$ cat src/verilog/wts_pkg.sv
package wts_pkg;

	// --------------------------------------------------------------------------
	// sizes
	// --------------------------------------------------------------------------
	localparam int VOICES_PER_GROUP = 6;
	localparam int GROUP_COUNT = 2;
	localparam int WAVE_ADDR_W = 5;
	localparam int SAMPLE_W = 8;
	localparam int VOLUME_W = 4;
	localparam int FREQ_W = 12;
	localparam int ACC_W = 16;
	localparam int OUT_W = 12;

	// offset binary, so the top bit alone marks zero
	localparam logic [OUT_W-1:0] OUT_SILENCE = 12'h800;

	// --------------------------------------------------------------------------
	// types
	// --------------------------------------------------------------------------
	typedef logic [$clog2(VOICES_PER_GROUP)-1:0] voice_index_t;

	// one-hot, bit k set while slot k is being handled
	typedef logic [VOICES_PER_GROUP-1:0] phase_t;

	typedef struct packed {
		logic [VOLUME_W-1:0] volume;
		// bit 1 is left, bit 0 is right
		logic [1:0] enable;
		logic [FREQ_W-1:0] frequency_count;
	} voice_regs_t;

	typedef voice_regs_t [VOICES_PER_GROUP-1:0] group_regs_t;

	typedef struct packed {
		logic group;
		voice_index_t voice;
		logic [WAVE_ADDR_W-1:0] addr;
		logic [SAMPLE_W-1:0] data;
	} wave_write_t;

	typedef struct packed {
		logic strobe;
		voice_index_t voice;
		logic [WAVE_ADDR_W-1:0] addr;
		logic [SAMPLE_W-1:0] data;
	} ram_write_t;

	typedef struct packed {
		logic signed [SAMPLE_W-1:0] left;
		logic signed [SAMPLE_W-1:0] right;
		logic last;
	} voice_sample_t;

endpackage

$ cat src/verilog/wts_stereo_mixer.sv
module wts_stereo_mixer (
	input	logic											clk,
	input	logic											nreset,
	input	wts_pkg::voice_sample_t [wts_pkg::GROUP_COUNT-1:0]	group_sample,
	output	logic [wts_pkg::OUT_W-1:0]						left_out,
	output	logic [wts_pkg::OUT_W-1:0]						right_out
);
	import wts_pkg::*;

	logic					frame_end;
	logic [OUT_W-1:0]		left_sum;
	logic [OUT_W-1:0]		right_sum;
	logic [OUT_W-1:0]		left_total;
	logic [OUT_W-1:0]		right_total;
	logic [OUT_W-1:0]		left_integ;
	logic [OUT_W-1:0]		right_integ;

	assign frame_end = group_sample[0].last;

	// --------------------------------------------------------------------------
	// group sum
	// --------------------------------------------------------------------------

	// samples are widened with their sign before the add
	always_comb begin
		left_sum = '0;
		right_sum = '0;
		for (int g = 0; g < GROUP_COUNT; g++) begin
			left_sum = left_sum + OUT_W'(group_sample[g].left);
			right_sum = right_sum + OUT_W'(group_sample[g].right);
		end
		left_total = left_integ + left_sum;
		right_total = right_integ + right_sum;
	end

	// --------------------------------------------------------------------------
	// frame integrator and outputs
	// --------------------------------------------------------------------------
	always_ff @(posedge clk) begin
		if (!nreset) begin
			left_integ <= '0;
			right_integ <= '0;
		end else if (frame_end) begin
			left_integ <= '0;
			right_integ <= '0;
		end else begin
			left_integ <= left_total;
			right_integ <= right_total;
		end
	end

	// flipping the top bit turns two's complement into offset binary
	always_ff @(posedge clk) begin
		if (!nreset) begin
			left_out <= OUT_SILENCE;
			right_out <= OUT_SILENCE;
		end else if (frame_end) begin
			left_out <= left_total ^ OUT_SILENCE;
			right_out <= right_total ^ OUT_SILENCE;
		end
	end

	a_frames_aligned: assert property (
		@(posedge clk) disable iff (!nreset)
		group_sample[0].last == group_sample[1].last
	) else $error("voice groups disagree on the frame boundary");

endmodule

$ cat config.mk
export PLATFORM = sky130hd
export DESIGN_NAME = wts_stereo_mixer
export DESIGN_NICKNAME = d
export VERILOG_FILES = /design/src/verilog/wts_pkg.sv /design/src/verilog/wts_stereo_mixer.sv
export SDC_FILE = /design/constraint.sdc
export NUM_CORES = 1
export LEC_CHECK = 0
export ABC_AREA = 1
export BUFFER_PORTS_ARGS = -buffer_cell sky130_fd_sc_hd__buf_4
export CAP_MARGIN = 20
export CORE_MARGIN = 2
export CORE_UTILIZATION = 35
export DETAILED_ROUTE_END_ITERATION = 8
export PLACE_DENSITY = 0.52
export SLEW_MARGIN = 20
export SYNTH_ARGS = -nofsm -noshare
export SYNTH_HDL_FRONTEND = slang
export SYNTH_SLANG_ARGS = --single-unit
$ cat constraint.sdc
create_clock -name clk -period 3.8 [get_ports clk]
set_input_delay 0.76 -clock clk [delete_from_list [all_inputs] [get_ports clk]]
set_output_delay 0.76 -clock clk [all_outputs]
set_load 0.02 [all_outputs]
## After elaboration in Yosys (flattened, before gate mapping)

Cells that the tools add are included.

- Reductions and logical operators: 1
- Add/subtract/negate cells: 4
- Bitwise logic cells: 3

Operators with widths:

| kind | number |
|---|---|
| $add A12 B12 Y12 | 2 |
| $add A8 B8 Y9 | 2 |
| $not A1 Y1 | 3 |
| $reduce_or A2 Y1 | 1 |

- Bits of input ports: 36
- Register bits after elaboration: 48
- Output and inout bits: 24
- Logic and storage cells: 12

## Logic depth before layout (Yosys ltp)

Gate-level depths: netlist of the first run.

- Word-level depth: 3
- Depth in mapped cells: 22
- Mapped depth without buffers: 22

## Worst setup path before layout of the first run

No wires, ideal clock.

- Kind: input -> register
- Start: input group_sample[1] (netlist name)
- End: register right_out[11] (netlist name)
- Setup slack: 850 ps
- Buffers on the path: 0
- Arrival: 2,841 ps
- Stages on the path: 22
- Library setup time: 109 ps
- Cells stage by stage: ha_1 inv_1 fa_1 inv_1 nand2_1 nand2_1 nand2_1 nor2_1 nor2_1 xnor2_1 ha_1 inv_1 o21bai_1 nor2_1 nand2_1 nand2_1 nand2_1 inv_1 nand2_2 nand3_1 nand2_1 inv_1

- Cells in the longest elaborated chain, start to end: 3

RTL lines:

| element | RTL line | source |
|---|---|---|
| from (decl) | wts_stereo_mixer.sv:4 | `input wts_pkg::voice_sample_t [wts_pkg::GROUP_COUNT-1:0] group_sample,` |
| $add A8 B8 Y9 | wts_stereo_mixer.sv:30 | `right_sum = right_sum + OUT_W'(group_sample[g].right);` |
| $add A12 B12 Y12 | wts_stereo_mixer.sv:33 | `right_total = right_integ + right_sum;` |
| $not A1 Y1 (no source line) | -- |  |
| to (signal assigned) | wts_stereo_mixer.sv:59 | `right_out <= right_total ^ OUT_SILENCE;` |
| to (decl) | wts_stereo_mixer.sv:6 | `output logic [wts_pkg::OUT_W-1:0] right_out` |

No other way between the ends.
A chain may end at the register's enable or synchronous reset.

## Final worst setup path of the first run

- Start: input group_sample[9] (netlist name)
- End: register left_out[9] (netlist name)

- Cells in the longest elaborated chain, start to end: 2

RTL lines:

| element | RTL line | source |
|---|---|---|
| $add A8 B8 Y9 | wts_stereo_mixer.sv:29 | `left_sum = left_sum + OUT_W'(group_sample[g].left);` |
| $add A12 B12 Y12 | wts_stereo_mixer.sv:32 | `left_total = left_integ + left_sum;` |
| to (signal assigned) | wts_stereo_mixer.sv:58 | `left_out <= left_total ^ OUT_SILENCE;` |
| to (decl) | wts_stereo_mixer.sv:5 | `output logic [wts_pkg::OUT_W-1:0] left_out,` |

No other way between the ends.

==> impl_metrics.sql, run 1 <==
INSERT INTO impl_metrics (metric_group, metric, value, unit) VALUES
('worst_setup_path', 'rr_startpoint', 'right_integ[0]', ''),
('route', 'drt_drc_violations_left', '0', ''),
('floorplanning', 'num_io_pins', '60', ''),
('logic_synthesis', 'post_synth_xor_area_fraction', '6.16', '%'),
('final_layout', 'diodes', '0', ''),
('placement', 'buffer_ports.inserted', '58', ''),
('worst_hold_path', 'min_delay_path_depth', '2', ''),
('logic_synthesis', 'netlist_top_cells_area', 'sky130_fd_sc_hd__dfxtp_1 (31%), sky130_fd_sc_hd__ha_1 (16%), sky130_fd_sc_hd__nand2_1 (15%), sky130_fd_sc_hd__inv_1 (7.0%), sky130_fd_sc_hd__nor2_1 (4.9%)', ''),
('timing', 'max_slew_margin', '68.2', '%'),
('cts', 'cts.sinks', '48', ''),
('cts', 'cts.clk_slew.worst_paths', '0.09', 'ns'),
('route', 'iteration_0_drc_count_of_the_detailed_router', '104', ''),
('timing', 'report.final.setup_viol', '0', ''),
('floorplanning', 'fp.coreArea', '8680', 'sq um'),
('placement', 'gpl.final_weighted_congestion', '0.812', ''),
('cts', 'cts.repair_timing.setup_buffer_count', '0', ''),
('final_layout', 'final_core_utilization', '43.8', '%'),
('timing', 'timing.final.crit_period', '3.09', 'ns'),
('power', 'ir_drop_worst_case_vdd', '0.200', 'mV'),
('worst_setup_path', 'timing.critical_path.required', '4.00', 'ns'),
('global_routing', 'pin_count_of_the_biggest_net_entering_global_routing', '27', ''),
('floorplanning', 'rows', '34', ''),
('timing', 'timing_worst_slew_pin_value', '0.476', 'ns'),
('route', 'postRouteAntennaNets', '0', ''),
('worst_hold_path', 'hold_end', 'left_out[9]', ''),
('cts', 'tritoncts_clock_tree', 'done', ''),
('logic_synthesis', 'syn_nets', '520', ''),
('cts', 'post_cts_resize_count', '0', ''),
('cts', 'clock_path_buffers', '2', ''),
('global_routing', 'grt_antenna_before_repair', '0', ''),
('logic_synthesis', 'syn-instance-count', '440', ''),
('worst_setup_path', 'reg2reg_setup_slack', '1.79', 'ns'),
('placement', 'detailedPlacementHpwl', '5.22', 'mm'),
('route', 'routed-via-count', '2752', ''),
('worst_setup_path', 'timing.rr.end', 'right_out[8]', ''),
('outcome', 'outcome', 'finished clean', ''),
('route', 'first_drt_pass_iteration_count', '4', ''),
('cts', 'clock_tree.htree_level_count', '2', ''),
('power', 'power.density_cell_area', '482', 'nW/um^2'),
('worst_hold_path', 'hold_class', 'reg -> reg', ''),
('timing', 'rsz0062_at_grt', 'no', ''),
('timing', 'timing.final.crit_share', '81.4', '%'),
('logic_synthesis', 'synth.most_common_cell', 'sky130_fd_sc_hd__nand2_1', ''),
('logic_synthesis', 'synth-seq-area-share', '30.7', '%'),
('cts', 'cts_made_buffers', '5', ''),
('logic_synthesis', 'synth_top_cells_by_count', 'sky130_fd_sc_hd__nand2_1 (121), sky130_fd_sc_hd__inv_1 (58), sky130_fd_sc_hd__dfxtp_1 (48), sky130_fd_sc_hd__nor2_1 (41), sky130_fd_sc_hd__ha_1 (40)', ''),
('logic_synthesis', 'synth.top_cell.area_share', '30.7', '%'),
('worst_setup_path', 'critPathKind', 'in -> reg', ''),
('floorplanning', 'die-width', '98.6', 'microns'),
('timing', 'totalNegativeSetupSlack', '0', 'ns'),
('worst_setup_path', 'kind_of_launch_point_of_the_worst_setup_path', 'input port', ''),
('logic_synthesis', 'synth_simple_gate_area_share', '26.9', '%'),
('logic_synthesis', 'main_combinational_cell_family_by_area_after_synthesis', 'simple AND/OR/NAND/NOR gates', ''),
('worst_setup_path', 'worst-path-max-fanout', '5', ''),
('job', 'cap_violations', '0', ''),
('power', 'cellLeakagePower', '2.01', 'nW'),
('worst_setup_path', 'arrival', '3.29', 'ns'),
('logic_synthesis', 'arithmetic_cell_share_of_the_synthesized_area_counting_full_adders_half_adders_and_majority_gates', '18.6', '%'),
('logic_synthesis', 'postSynth.asyncResetShare', '0', '%'),
('floorplanning', 'die_area', '9710', 'sq um'),
('global_routing', 'track_usage', '14.8', '%'),
('logic_synthesis', 'synth.area.mux_share', '0', '%'),
('worst_hold_path', 'min_from', 'left_out[9]', ''),
('logic_synthesis', 'synth_area', '3130', 'sq um'),
('logic_synthesis', 'synth_enable_flop_cells', '0', ''),
('timing', 'clock.fmax', '0.323', 'GHz'),
('global_routing', 'gr-total-overflow', '0', ''),
('final_layout', 'syn2layout_area_growth', '21.6', '%'),
('global_routing', 'grt_pass1_wl', '11.9', 'mm'),
('final_layout', 'filler_cell_count', '905', ''),
('route', 'routed_wirelength', '6.67', 'mm');
[per-stage QoR]
step | area [sq um] | std cells | hold slack, ns | worst slack [ns] | power, W
2_1_floorplan | 3130 | 440 | 0.531 | 0.850 | 0.00125
5_1_grt | 3800 | 611 | 0.485 | 0.393 | 0.00201
3_3_place_gp | 3700 | 603 | 0.443 | 0.440 | 0.00147
3_5_place_dp | 3700 | 603 | 0.442 | 0.393 | 0.00148
4_1_cts | 3800 | 611 | 0.459 | 0.723 | 0.00186
6_report | 3800 | 611 | 0.455 | 0.707 | 0.00183
[cell type report]
class                           count  area [sq um]  share of cell area, %
Multi-Input combinational cell    322          1910                   50.1
Sequential cell                    48           961                   25.3
Timing Repair Buffer               60           450                   11.8
Inverter                           65           244                   6.41
Tap cell                          108           135                   3.55
Clock buffer                        6          72.6                   1.91
Clock inverter                      2          35.0                  0.921
[placed cells by master (no fill, tap or decap), types with 4 or more instances in the layout]
master	count
sky130_fd_sc_hd__a21oi_1	19
sky130_fd_sc_hd__buf_4	60
sky130_fd_sc_hd__clkbuf_8	5
sky130_fd_sc_hd__clkinv_1	4
sky130_fd_sc_hd__dfxtp_1	48
sky130_fd_sc_hd__fa_1	4
sky130_fd_sc_hd__ha_1	40
sky130_fd_sc_hd__inv_1	58
sky130_fd_sc_hd__nand2_1	121
sky130_fd_sc_hd__nand3_1	26
sky130_fd_sc_hd__nand3_2	4
sky130_fd_sc_hd__nor2_1	41
sky130_fd_sc_hd__o21ai_0	6
sky130_fd_sc_hd__o21ai_1	22
sky130_fd_sc_hd__or2_1	4
sky130_fd_sc_hd__xnor2_1	16
sky130_fd_sc_hd__xor2_1	6
[worst max-delay path, cell delays in order]
cell and delay [ns]:
sky130_fd_sc_hd__buf_4 0.08, sky130_fd_sc_hd__ha_1 0.17, sky130_fd_sc_hd__inv_1 0.06, sky130_fd_sc_hd__fa_1 0.40
sky130_fd_sc_hd__inv_1 0.07, sky130_fd_sc_hd__nand2_1 0.05, sky130_fd_sc_hd__nand2_1 0.08, sky130_fd_sc_hd__nand3_1 0.15
sky130_fd_sc_hd__nand3_1 0.17, sky130_fd_sc_hd__nand2_1 0.15, sky130_fd_sc_hd__ha_1 0.37, sky130_fd_sc_hd__nand2_1 0.11
sky130_fd_sc_hd__inv_1 0.06, sky130_fd_sc_hd__a21oi_1 0.13, sky130_fd_sc_hd__o21ai_1 0.09, sky130_fd_sc_hd__or2_1 0.23
sky130_fd_sc_hd__nand3_1 0.11, sky130_fd_sc_hd__nand2_1 0.06
[where the power goes]
part	total, W	switching, W	leakage, nW	internal (W)
logic	0.000828	0.000492	1.56	0.000336
clock network	0.000371	0.000175	0.0552	0.000196
registers	0.000635	0.0000416	0.395	0.000593
total	0.00183	0.000709	2.01	0.00112
[cell families after synthesis]
logic type                 Yosys count
buffers and inverters               70
adders and majority gates           44
AOI/OAI and AO/OA                   54
xor gates and xnor gates            22
DFF                                 48
and+or+nand+nor                    202
[routing by layer]
layer  GRT usage, %  share of wire (%)  vias to the layer above
li1               -                  -                     1510
met3           3.05                3.1                        5
met5              0                  0                        -
met1           20.8                 54                     1198
met2           23.5                 42                       39
met4           3.16               0.88                        0
[registers in the layout, indices dropped and copies added, names as in the netlist]
register,cells
left_integ,12
right_integ,12
left_out,12
right_out,12
[worst max-delay path by stage]
| stage | slack, ns | cells past startpoint | to | from |
|---|---|---|---|---|
| after global placement | 0.44 | 18 | left_out[9] | group_sample[9] |
| after CTS | 0.72 | 23 | left_out[11] | group_sample[9] |
| final | 0.71 | 18 | left_out[9] | group_sample[9] |
| after floorplan | 0.85 | 22 | right_out[11] | group_sample[1] |
| after detailed placement | 0.39 | 23 | left_out[11] | group_sample[9] |
| after global routing | 0.39 | 23 | left_out[11] | group_sample[9] |
No activity file was read; power rests on OpenSTA's default activity.
==> inputs of run 2 (changes only) <==
==> constraint.sdc (replaced) <==
create_clock -name clk -period 2.9 [get_ports clk]
set_input_delay 0.58 -clock clk [delete_from_list [all_inputs] [get_ports clk]]
set_output_delay 0.58 -clock clk [all_outputs]
set_load 0.02 [all_outputs]
==> impl_metrics.sql, run 2 (synthesized netlist as in run 1, its figures left out) <==
INSERT INTO impl_metrics (metric_group, metric, value, unit) VALUES
('timing', 'worst_case_clock_skew', '0.00564', 'ns'),
('power', 'internal-power', '0.00168', 'W'),
('worst_setup_path', 'critPathKind', 'in -> reg', ''),
('final_layout', 'layout_common_cells', 'sky130_fd_sc_hd__nand2_1 (112), sky130_fd_sc_hd__buf_4 (106), sky130_fd_sc_hd__inv_1 (58)', ''),
('worst_setup_path', 'timing.rr.end', 'right_out[6]', ''),
('worst_setup_path', 'worst-path-max-fanout', '3', ''),
('outcome', 'outcome', 'finished clean', ''),
('global_routing', 'first_global_vias', '2801', ''),
('worst_hold_path', 'hold_end', 'left_out[8]', ''),
('route', 'routed_wirelength', '7.04', 'mm'),
('power', 'psw', '0.000973', 'W'),
('worst_setup_path', 'rr_startpoint', 'right_integ[0]', ''),
('power', 'power.density_cell_area', '630', 'nW/um^2'),
('worst_setup_path', 'kind_of_launch_point_of_the_worst_setup_path', 'input port', ''),
('global_routing', 'gr-total-overflow', '0', ''),
('power', 'seqPwrFrac', '31.4', '%'),
('global_routing', 'track_usage', '15.1', '%'),
('final_layout', 'design.final.nets', '628', ''),
('power', 'share_comb_of_total_power', '48.7', '%'),
('worst_setup_path', 'timing.critical_path.required', '3.10', 'ns'),
('worst_setup_path', 'arrival', '2.90', 'ns'),
('worst_setup_path', 'crit_chain', 'buf_4 -> ha_1 -> inv_1 -> fa_2 -> inv_1 -> nand2_1 -> nand2_2 -> nand2_2 -> nor2_2 -> nor2_1 -> xnor2_1 -> ha_1 -> inv_1 -> o21bai_1 -> nor2_1 -> nand2_1 -> nand2_1 -> nand2_2 -> inv_1 -> nand2_2 -> nand3_1 -> nand2_1 -> inv_1', ''),
('cts', 'clk_root_buffer_cell', 'sky130_fd_sc_hd__clkbuf_8', ''),
('route', 'iteration_0_drc_count_of_the_detailed_router', '70', ''),
('timing', 'timing.final.crit_share', '92.8', '%'),
('route', 'postRouteAntennaNets', '0', ''),
('route', 'drt_drc_violations_left', '0', ''),
('placement', 'dpl_cell_area', '4030', 'sq um'),
('power', 'p_sw_share', '36.6', '%'),
('final_layout', 'mostFrequentLayoutCell', 'sky130_fd_sc_hd__nand2_1', ''),
('timing', 'number_of_hold_violations_in_the_final_report', '0', ''),
('route', 'route.detailed.wl_per_inst', '10.7', 'microns'),
('timing', 'max_slew_margin', '66.8', '%'),
('cts', 'cts.sinks', '48', ''),
('worst_hold_path', 'hold_class', 'reg -> reg', ''),
('floorplanning', 'fp.coreArea', '8680', 'sq um'),
('final_layout', 'share_of_final_layout_standard_cells_stronger_than_drive_strength_1', '26.4', '%'),
('cts', 'hold_bufs_at_cts', '0', ''),
('route', 'first_drt_pass_iteration_count', '4', ''),
('worst_setup_path', 'critical-path-slowest-cell', 'sky130_fd_sc_hd__fa_2', ''),
('final_layout', 'syn2layout_area_growth', '34.8', '%'),
('worst_setup_path', 'endpoint_kind', 'flop', ''),
('cts', 'clock_path_buffers', '2', ''),
('timing', 'timing_worst_slew_pin_value', '0.497', 'ns'),
('floorplanning', 'die_area', '9710', 'sq um'),
('global_routing', 'pin_count_of_the_biggest_net_entering_global_routing', '27', ''),
('timing', 'timing_max_transition_violations_final', '0', ''),
('cts', 'cts_made_buffers', '5', ''),
('placement', 'detailedPlacementHpwl', '5.53', 'mm'),
('worst_hold_path', 'min_from', 'left_out[8]', ''),
('timing', 'report.final.setup_viol', '0', ''),
('job', 'cap_violations', '0', ''),
('timing', 'fin_worst_hold_slack', '0.459', 'ns'),
('cts', 'cts.clk_slew.worst_paths', '0.09', 'ns'),
('placement', 'gpl.final_weighted_congestion', '0.807', ''),
('floorplanning', 'die_h', '98.6', 'microns'),
('power', 'cellLeakagePower', '2.24', 'nW'),
('global_routing', 'grt_antenna_before_repair', '0', ''),
('cts', 'clkLatencyLatePin', '0.30', 'ns'),
('floorplanning', 'rows', '34', ''),
('floorplanning', 'die-width', '98.6', 'microns'),
('final_layout', 'design_area', '4220', 'sq um'),
('worst_setup_path', 'cp_common_cell', 'sky130_fd_sc_hd__inv_1', ''),
('cts', 'tritoncts_clock_tree', 'done', ''),
('global_routing', 'grt_pass1_wl', '12.3', 'mm'),
('worst_setup_path', 'reg2reg_setup_slack', '1.00', 'ns'),
('worst_setup_path', 'ff2ff_path_depth', '8', ''),
('timing', 'clock.fmax', '0.371', 'GHz'),
('power', 'ir_drop_worst_case_vdd', '0.353', 'mV'),
('timing', 'timing.final.crit_period', '2.69', 'ns'),
('worst_setup_path', 'timing.critical_path.slowest_cell_delay', '0.34', 'ns'),
('final_layout', 'filler_cell_count', '894', ''),
('final_layout', 'diodes', '0', ''),
('power', 'clkPwrFrac', '19.9', '%'),
('floorplanning', 'num_io_pins', '60', ''),
('placement', 'buffer_ports.inserted', '58', ''),
('worst_hold_path', 'min_delay_path_depth', '2', ''),
('cts', 'clock_tree.htree_level_count', '2', ''),
('route', 'routed-via-count', '2945', ''),
('route', 'via_per_instance_ratio', '4.48', ''),
('floorplanning', 'floorplan.initialDensity', '36.1', '%');
[run 2: changes by cell type in the layout (fill, tap and decap cells not counted), sizes merged]
cell and change:
buf +46, clkinv -1, clkbuf +1
[run 2: worst max-delay path: cells and delay by family]
family	cells	cell delay, ns
compound gates	1	0.17
xor+xnor	1	0.12
fa+ha+maj	3	0.84
buf+inv	6	0.33
simple gates	12	0.84
[run 2: timing repair]
| item | 4_1_cts | 5_1_grt |
|---|---|---|
| resized for setup | 0 | 17 |
| setup buffers | 0 | 2 |
| setup endpoints to repair | 0 | 20 |
[run 2: power by group through the flow]
stage | clock network [W] | logic, W | registers [W]
4_1_cts | 0.000544 | 0.00128 | 0.000836
6_report | 0.000529 | 0.00129 | 0.000834
5_1_grt | 0.000576 | 0.00147 | 0.000849
3_3_place_gp | 0 | 0.00125 | 0.000849
3_5_place_dp | 0 | 0.00127 | 0.000850
2_1_floorplan | 0 | 0.000716 | 0.000919
[run 2: cell type report]
| type | instances | area (sq um) | area share [%] |
|---|---|---|---|
| Sequential cell | 48 | 961 | 22.8 |
| Clock buffer | 7 | 96.3 | 2.28 |
| Inverter | 65 | 244 | 5.78 |
| Timing Repair Buffer | 106 | 796 | 18.9 |
| Tap cell | 108 | 135 | 3.20 |
| Multi-Input combinational cell | 322 | 1960 | 46.4 |
| Clock inverter | 1 | 30.0 | 0.712 |
[run 2: worst max-delay path by stage]
stage | from | to | slack [ns] | cells after the start
3_5_place_dp | group_sample[9] | left_integ[9] | -0.22 | 19
2_1_floorplan | group_sample[1] | right_out[11] | 0.13 | 22
4_1_cts | group_sample[9] | left_out[9] | 0.1 | 19
5_1_grt | group_sample[9] | left_out[11] | -0.02 | 23
6_report | group_sample[9] | left_out[11] | 0.21 | 23
3_3_place_gp | group_sample[9] | left_out[11] | -0.18 | 23
[run 2: per-stage QoR]
stage / cells / utilization [%] / setup slack, ns / TNS [ns] / power (W)
after global placement: 647 / 46.4 / -0.179 / -2.50 / 0.00210
after floorplan: 440 / - / 0.130 / 0 / 0.00164
final: 657 / 48.6 / 0.208 / 0 / 0.00266
after CTS: 655 / 47.9 / 0.0952 / 0 / 0.00266
after global routing: 657 / 48.6 / -0.0240 / -0.0463 / 0.00289
after detailed placement: 647 / 46.4 / -0.222 / -3.02 / 0.00212
[run 2: metal layers]
| layer | share of wire (%) | vias up | wire length (microns) | GRT usage, % |
|---|---|---|---|---|
| li1 | - | 1603 | - | - |
| met1 | 53 | 1296 | 3750 | 21.8 |
| met3 | 2.9 | 4 | 205 | 2.48 |
| met4 | 0.88 | 0 | 62 | 3.48 |
| met2 | 43 | 42 | 3020 | 23.8 |
| met5 | 0 | - | 0 | 0 |
==> inputs of run 3 (changes only) <==
--- a/config.mk
+++ b/config.mk
@@ -9,9 +9,9 @@
 export BUFFER_PORTS_ARGS = -buffer_cell sky130_fd_sc_hd__buf_4
 export CAP_MARGIN = 20
 export CORE_MARGIN = 2
-export CORE_UTILIZATION = 35
+export CORE_UTILIZATION = 53
 export DETAILED_ROUTE_END_ITERATION = 8
-export PLACE_DENSITY = 0.52
+export PLACE_DENSITY = 0.74
 export SLEW_MARGIN = 20
 export SYNTH_ARGS = -nofsm -noshare
 export SYNTH_HDL_FRONTEND = slang
==> impl_metrics.sql, run 3 (synthesized netlist as in run 1, its figures left out) <==
INSERT INTO impl_metrics (metric_group, metric, value, unit) VALUES
('outcome', 'outcome', 'finished clean', ''),
('worst_setup_path', 'crit_chain', 'buf_4 -> ha_1 -> a21oi_1 -> nand2_1 -> nand2_1 -> nand2_1 -> a21oi_2 -> o21ai_1 -> xor2_1 -> ha_1 -> a21oi_1 -> o21ai_1 -> a21oi_1 -> o21ai_1 -> nand2_1 -> nand2_1 -> o21ai_1', ''),
('cts', 'tritoncts_clock_tree', 'done', ''),
('timing', 'clock.fmax', '0.365', 'GHz'),
('worst_setup_path', 'timing.critical_path.required', '3.13', 'ns'),
('final_layout', 'design_area', '4080', 'sq um'),
('worst_setup_path', 'crit_family', 'compound AO/OA/AOI/OAI gates', ''),
('route', 'routed-via-count', '3011', ''),
('final_layout', 'filler_cell_count', '471', ''),
('route', 'routed_wirelength', '6.84', 'mm'),
('final_layout', 'design.final.nets', '621', ''),
('worst_setup_path', 'worst-path-max-fanout', '3', ''),
('power', 'ir_drop_worst_case_vdd', '0.476', 'mV'),
('timing', 'number_of_hold_violations_in_the_final_report', '0', ''),
('route', 'postRouteAntennaNets', '0', ''),
('floorplanning', 'floorplan.initialDensity', '55.8', '%'),
('route', 'route.detailed.wl_per_inst', '11.1', 'microns'),
('route', 'met2WireLength', '3.25', 'mm'),
('global_routing', 'track_usage', '22.3', '%'),
('final_layout', 'diodes', '0', ''),
('timing', 'setup_ws', '0.163', 'ns'),
('cts', 'cts_made_buffers', '5', ''),
('global_routing', 'gr-total-overflow', '0', ''),
('route', 'iteration_0_drc_count_of_the_detailed_router', '63', ''),
('placement', 'gpl.final_weighted_congestion', '0.828', ''),
('worst_setup_path', 'cp_common_cell', 'sky130_fd_sc_hd__nand2_1', ''),
('timing', 'worst_case_clock_skew', '0.00602', 'ns'),
('cts', 'cts.clk_slew.worst_paths', '0.09', 'ns'),
('floorplanning', 'die_h', '80.8', 'microns'),
('floorplanning', 'rows', '27', ''),
('worst_setup_path', 'arrival', '2.97', 'ns'),
('route', 'top_layer_used', 'met4', ''),
('global_routing', 'pin_count_of_the_biggest_net_entering_global_routing', '27', ''),
('cts', 'clkLatencyLatePin', '0.29', 'ns'),
('worst_setup_path', 'cp_num_buf_inv', '1', ''),
('route', 'first_drt_pass_iteration_count', '4', ''),
('floorplanning', 'fp.coreArea', '5610', 'sq um'),
('placement', 'dpl.cell_count', '602', ''),
('final_layout', 'syn2layout_area_growth', '30.4', '%'),
('timing', 'timing.final.crit_period', '2.74', 'ns'),
('route', 'wl_met1', '3.28', 'mm'),
('placement', 'dp_worst_setup_slack', '-0.194', 'ns'),
('floorplanning', 'die_area', '6540', 'sq um'),
('cts', 'clk_root_buffer_cell', 'sky130_fd_sc_hd__clkbuf_8', ''),
('floorplanning', 'die-width', '80.8', 'microns'),
('route', 'drt_drc_violations_left', '0', ''),
('timing', 'max_slew_margin', '66.3', '%'),
('placement', 'buffer_ports.inserted', '58', ''),
('timing', 'timing.final.crit_share', '94.4', '%'),
('timing', 'timing_max_transition_violations_final', '0', ''),
('timing', 'fin_worst_hold_slack', '0.462', 'ns'),
('cts', 'clock_tree.htree_level_count', '2', ''),
('final_layout', 'layoutNonFillerInstCount', '614', ''),
('global_routing', 'grt_pass1_wl', '11.7', 'mm'),
('worst_setup_path', 'endpoint_kind', 'flop', ''),
('worst_hold_path', 'hold_class', 'reg -> reg', ''),
('final_layout', 'final_core_utilization', '72.8', '%'),
('global_routing', 'grt_antenna_before_repair', '0', ''),
('timing', 'timing_worst_slew_pin_value', '0.505', 'ns'),
('worst_setup_path', 'critical-path-slowest-cell', 'sky130_fd_sc_hd__ha_1', ''),
('floorplanning', 'num_io_pins', '60', ''),
('job', 'cap_violations', '0', ''),
('worst_setup_path', 'kind_of_launch_point_of_the_worst_setup_path', 'input port', ''),
('global_routing', 'first_global_vias', '2848', ''),
('timing', 'rsz0062_at_grt', 'yes', ''),
('final_layout', 'mostFrequentLayoutCell', 'sky130_fd_sc_hd__nand2_1', ''),
('placement', 'detailedPlacementHpwl', '5.39', 'mm'),
('power', 'power.density_cell_area', '619', 'nW/um^2'),
('worst_setup_path', 'critPathKind', 'in -> reg', ''),
('timing', 'report.final.setup_viol', '0', ''),
('route', 'detailroute.wirelength.met3', '244', 'microns'),
('cts', 'cts.sinks', '48', ''),
('worst_setup_path', 'timing.critical_path.slowest_cell_delay', '0.31', 'ns'),
('route', 'via_per_instance_ratio', '4.90', ''),
('power', 'cellLeakagePower', '2.19', 'nW'),
('final_layout', 'layout_common_cells', 'sky130_fd_sc_hd__nand2_1 (117), sky130_fd_sc_hd__buf_4 (99), sky130_fd_sc_hd__inv_1 (58)', ''),
('cts', 'clock_path_buffers', '2', ''),
('final_layout', 'share_of_final_layout_standard_cells_stronger_than_drive_strength_1', '24.2', '%'),
('placement', 'dpl_cell_area', '3910', 'sq um');
run 3: changes by cell type in the layout (fill, tap and decap cells not counted), sizes merged:
cell    delta
clkbuf     +1
bufinv     -1
buf        -7
run 3: final timing paths:
path	start	endpoint	slack, ns	cells past startpoint
hold / removal	right_out[8]	right_out[8]	0.46	2
hold reg to reg	right_out[8]	right_out[8]	0.46	2
setup / recovery	group_sample[11]	left_out[10]	0.16	17
setup reg to reg	right_integ[0]	right_out[6]	0.98	8
run 3: where the power goes:
part / switching, W / total, W / internal (W)
logic: 0.000691 / 0.00128 / 0.000589
clock network: 0.000217 / 0.000412 / 0.000195
registers: 0.0000571 / 0.000834 / 0.000777
total: 0.000965 / 0.00253 / 0.00156
run 3: cell type report:
| class | count | area, sq um | area share, % |
|---|---|---|---|
| clock buffers | 8 | 90.1 | 2.21 |
| inverters | 65 | 244 | 5.98 |
| flip-flops and latches | 48 | 961 | 23.6 |
| repair buffers | 99 | 743 | 18.2 |
| multi-input cells | 322 | 1950 | 47.8 |
| well taps | 72 | 90.1 | 2.21 |
run 3: metal layers:
metal | track usage (%) | vias to the layer above
li1 | - | 1599
met1 | 27.9 | 1362
met5 | 0 | -
met3 | 4.22 | 7
met2 | 39.7 | 43
met4 | 5.08 | 0
run 3: through the flow:
step	total power (W)	setup TNS [ns]
2_1_floorplan	0.00164	0
3_3_place_gp	0.00204	-1.16
3_5_place_dp	0.00208	-2.41
4_1_cts	0.00249	0
5_1_grt	0.00274	-0.0631
6_report	0.00253	0
run 3: repair_timing:
item	CTS	global route
hold buffers	0	0
gates resized for setup	0	12
buffers inserted	0	4
endpoints found under the setup margin	0	14
run 3: worst register-to-register path, delay by kind of cell, from the launching register on:
family	cells	cell delay (ns)
buffers and inverters	1	0.15
xor gates and xnor gates	1	0.22
and+or+nand+nor	2	0.23
adders and majority gates	2	0.62
AOI/OAI and AO/OA	2	0.29
DFF	1	0.31
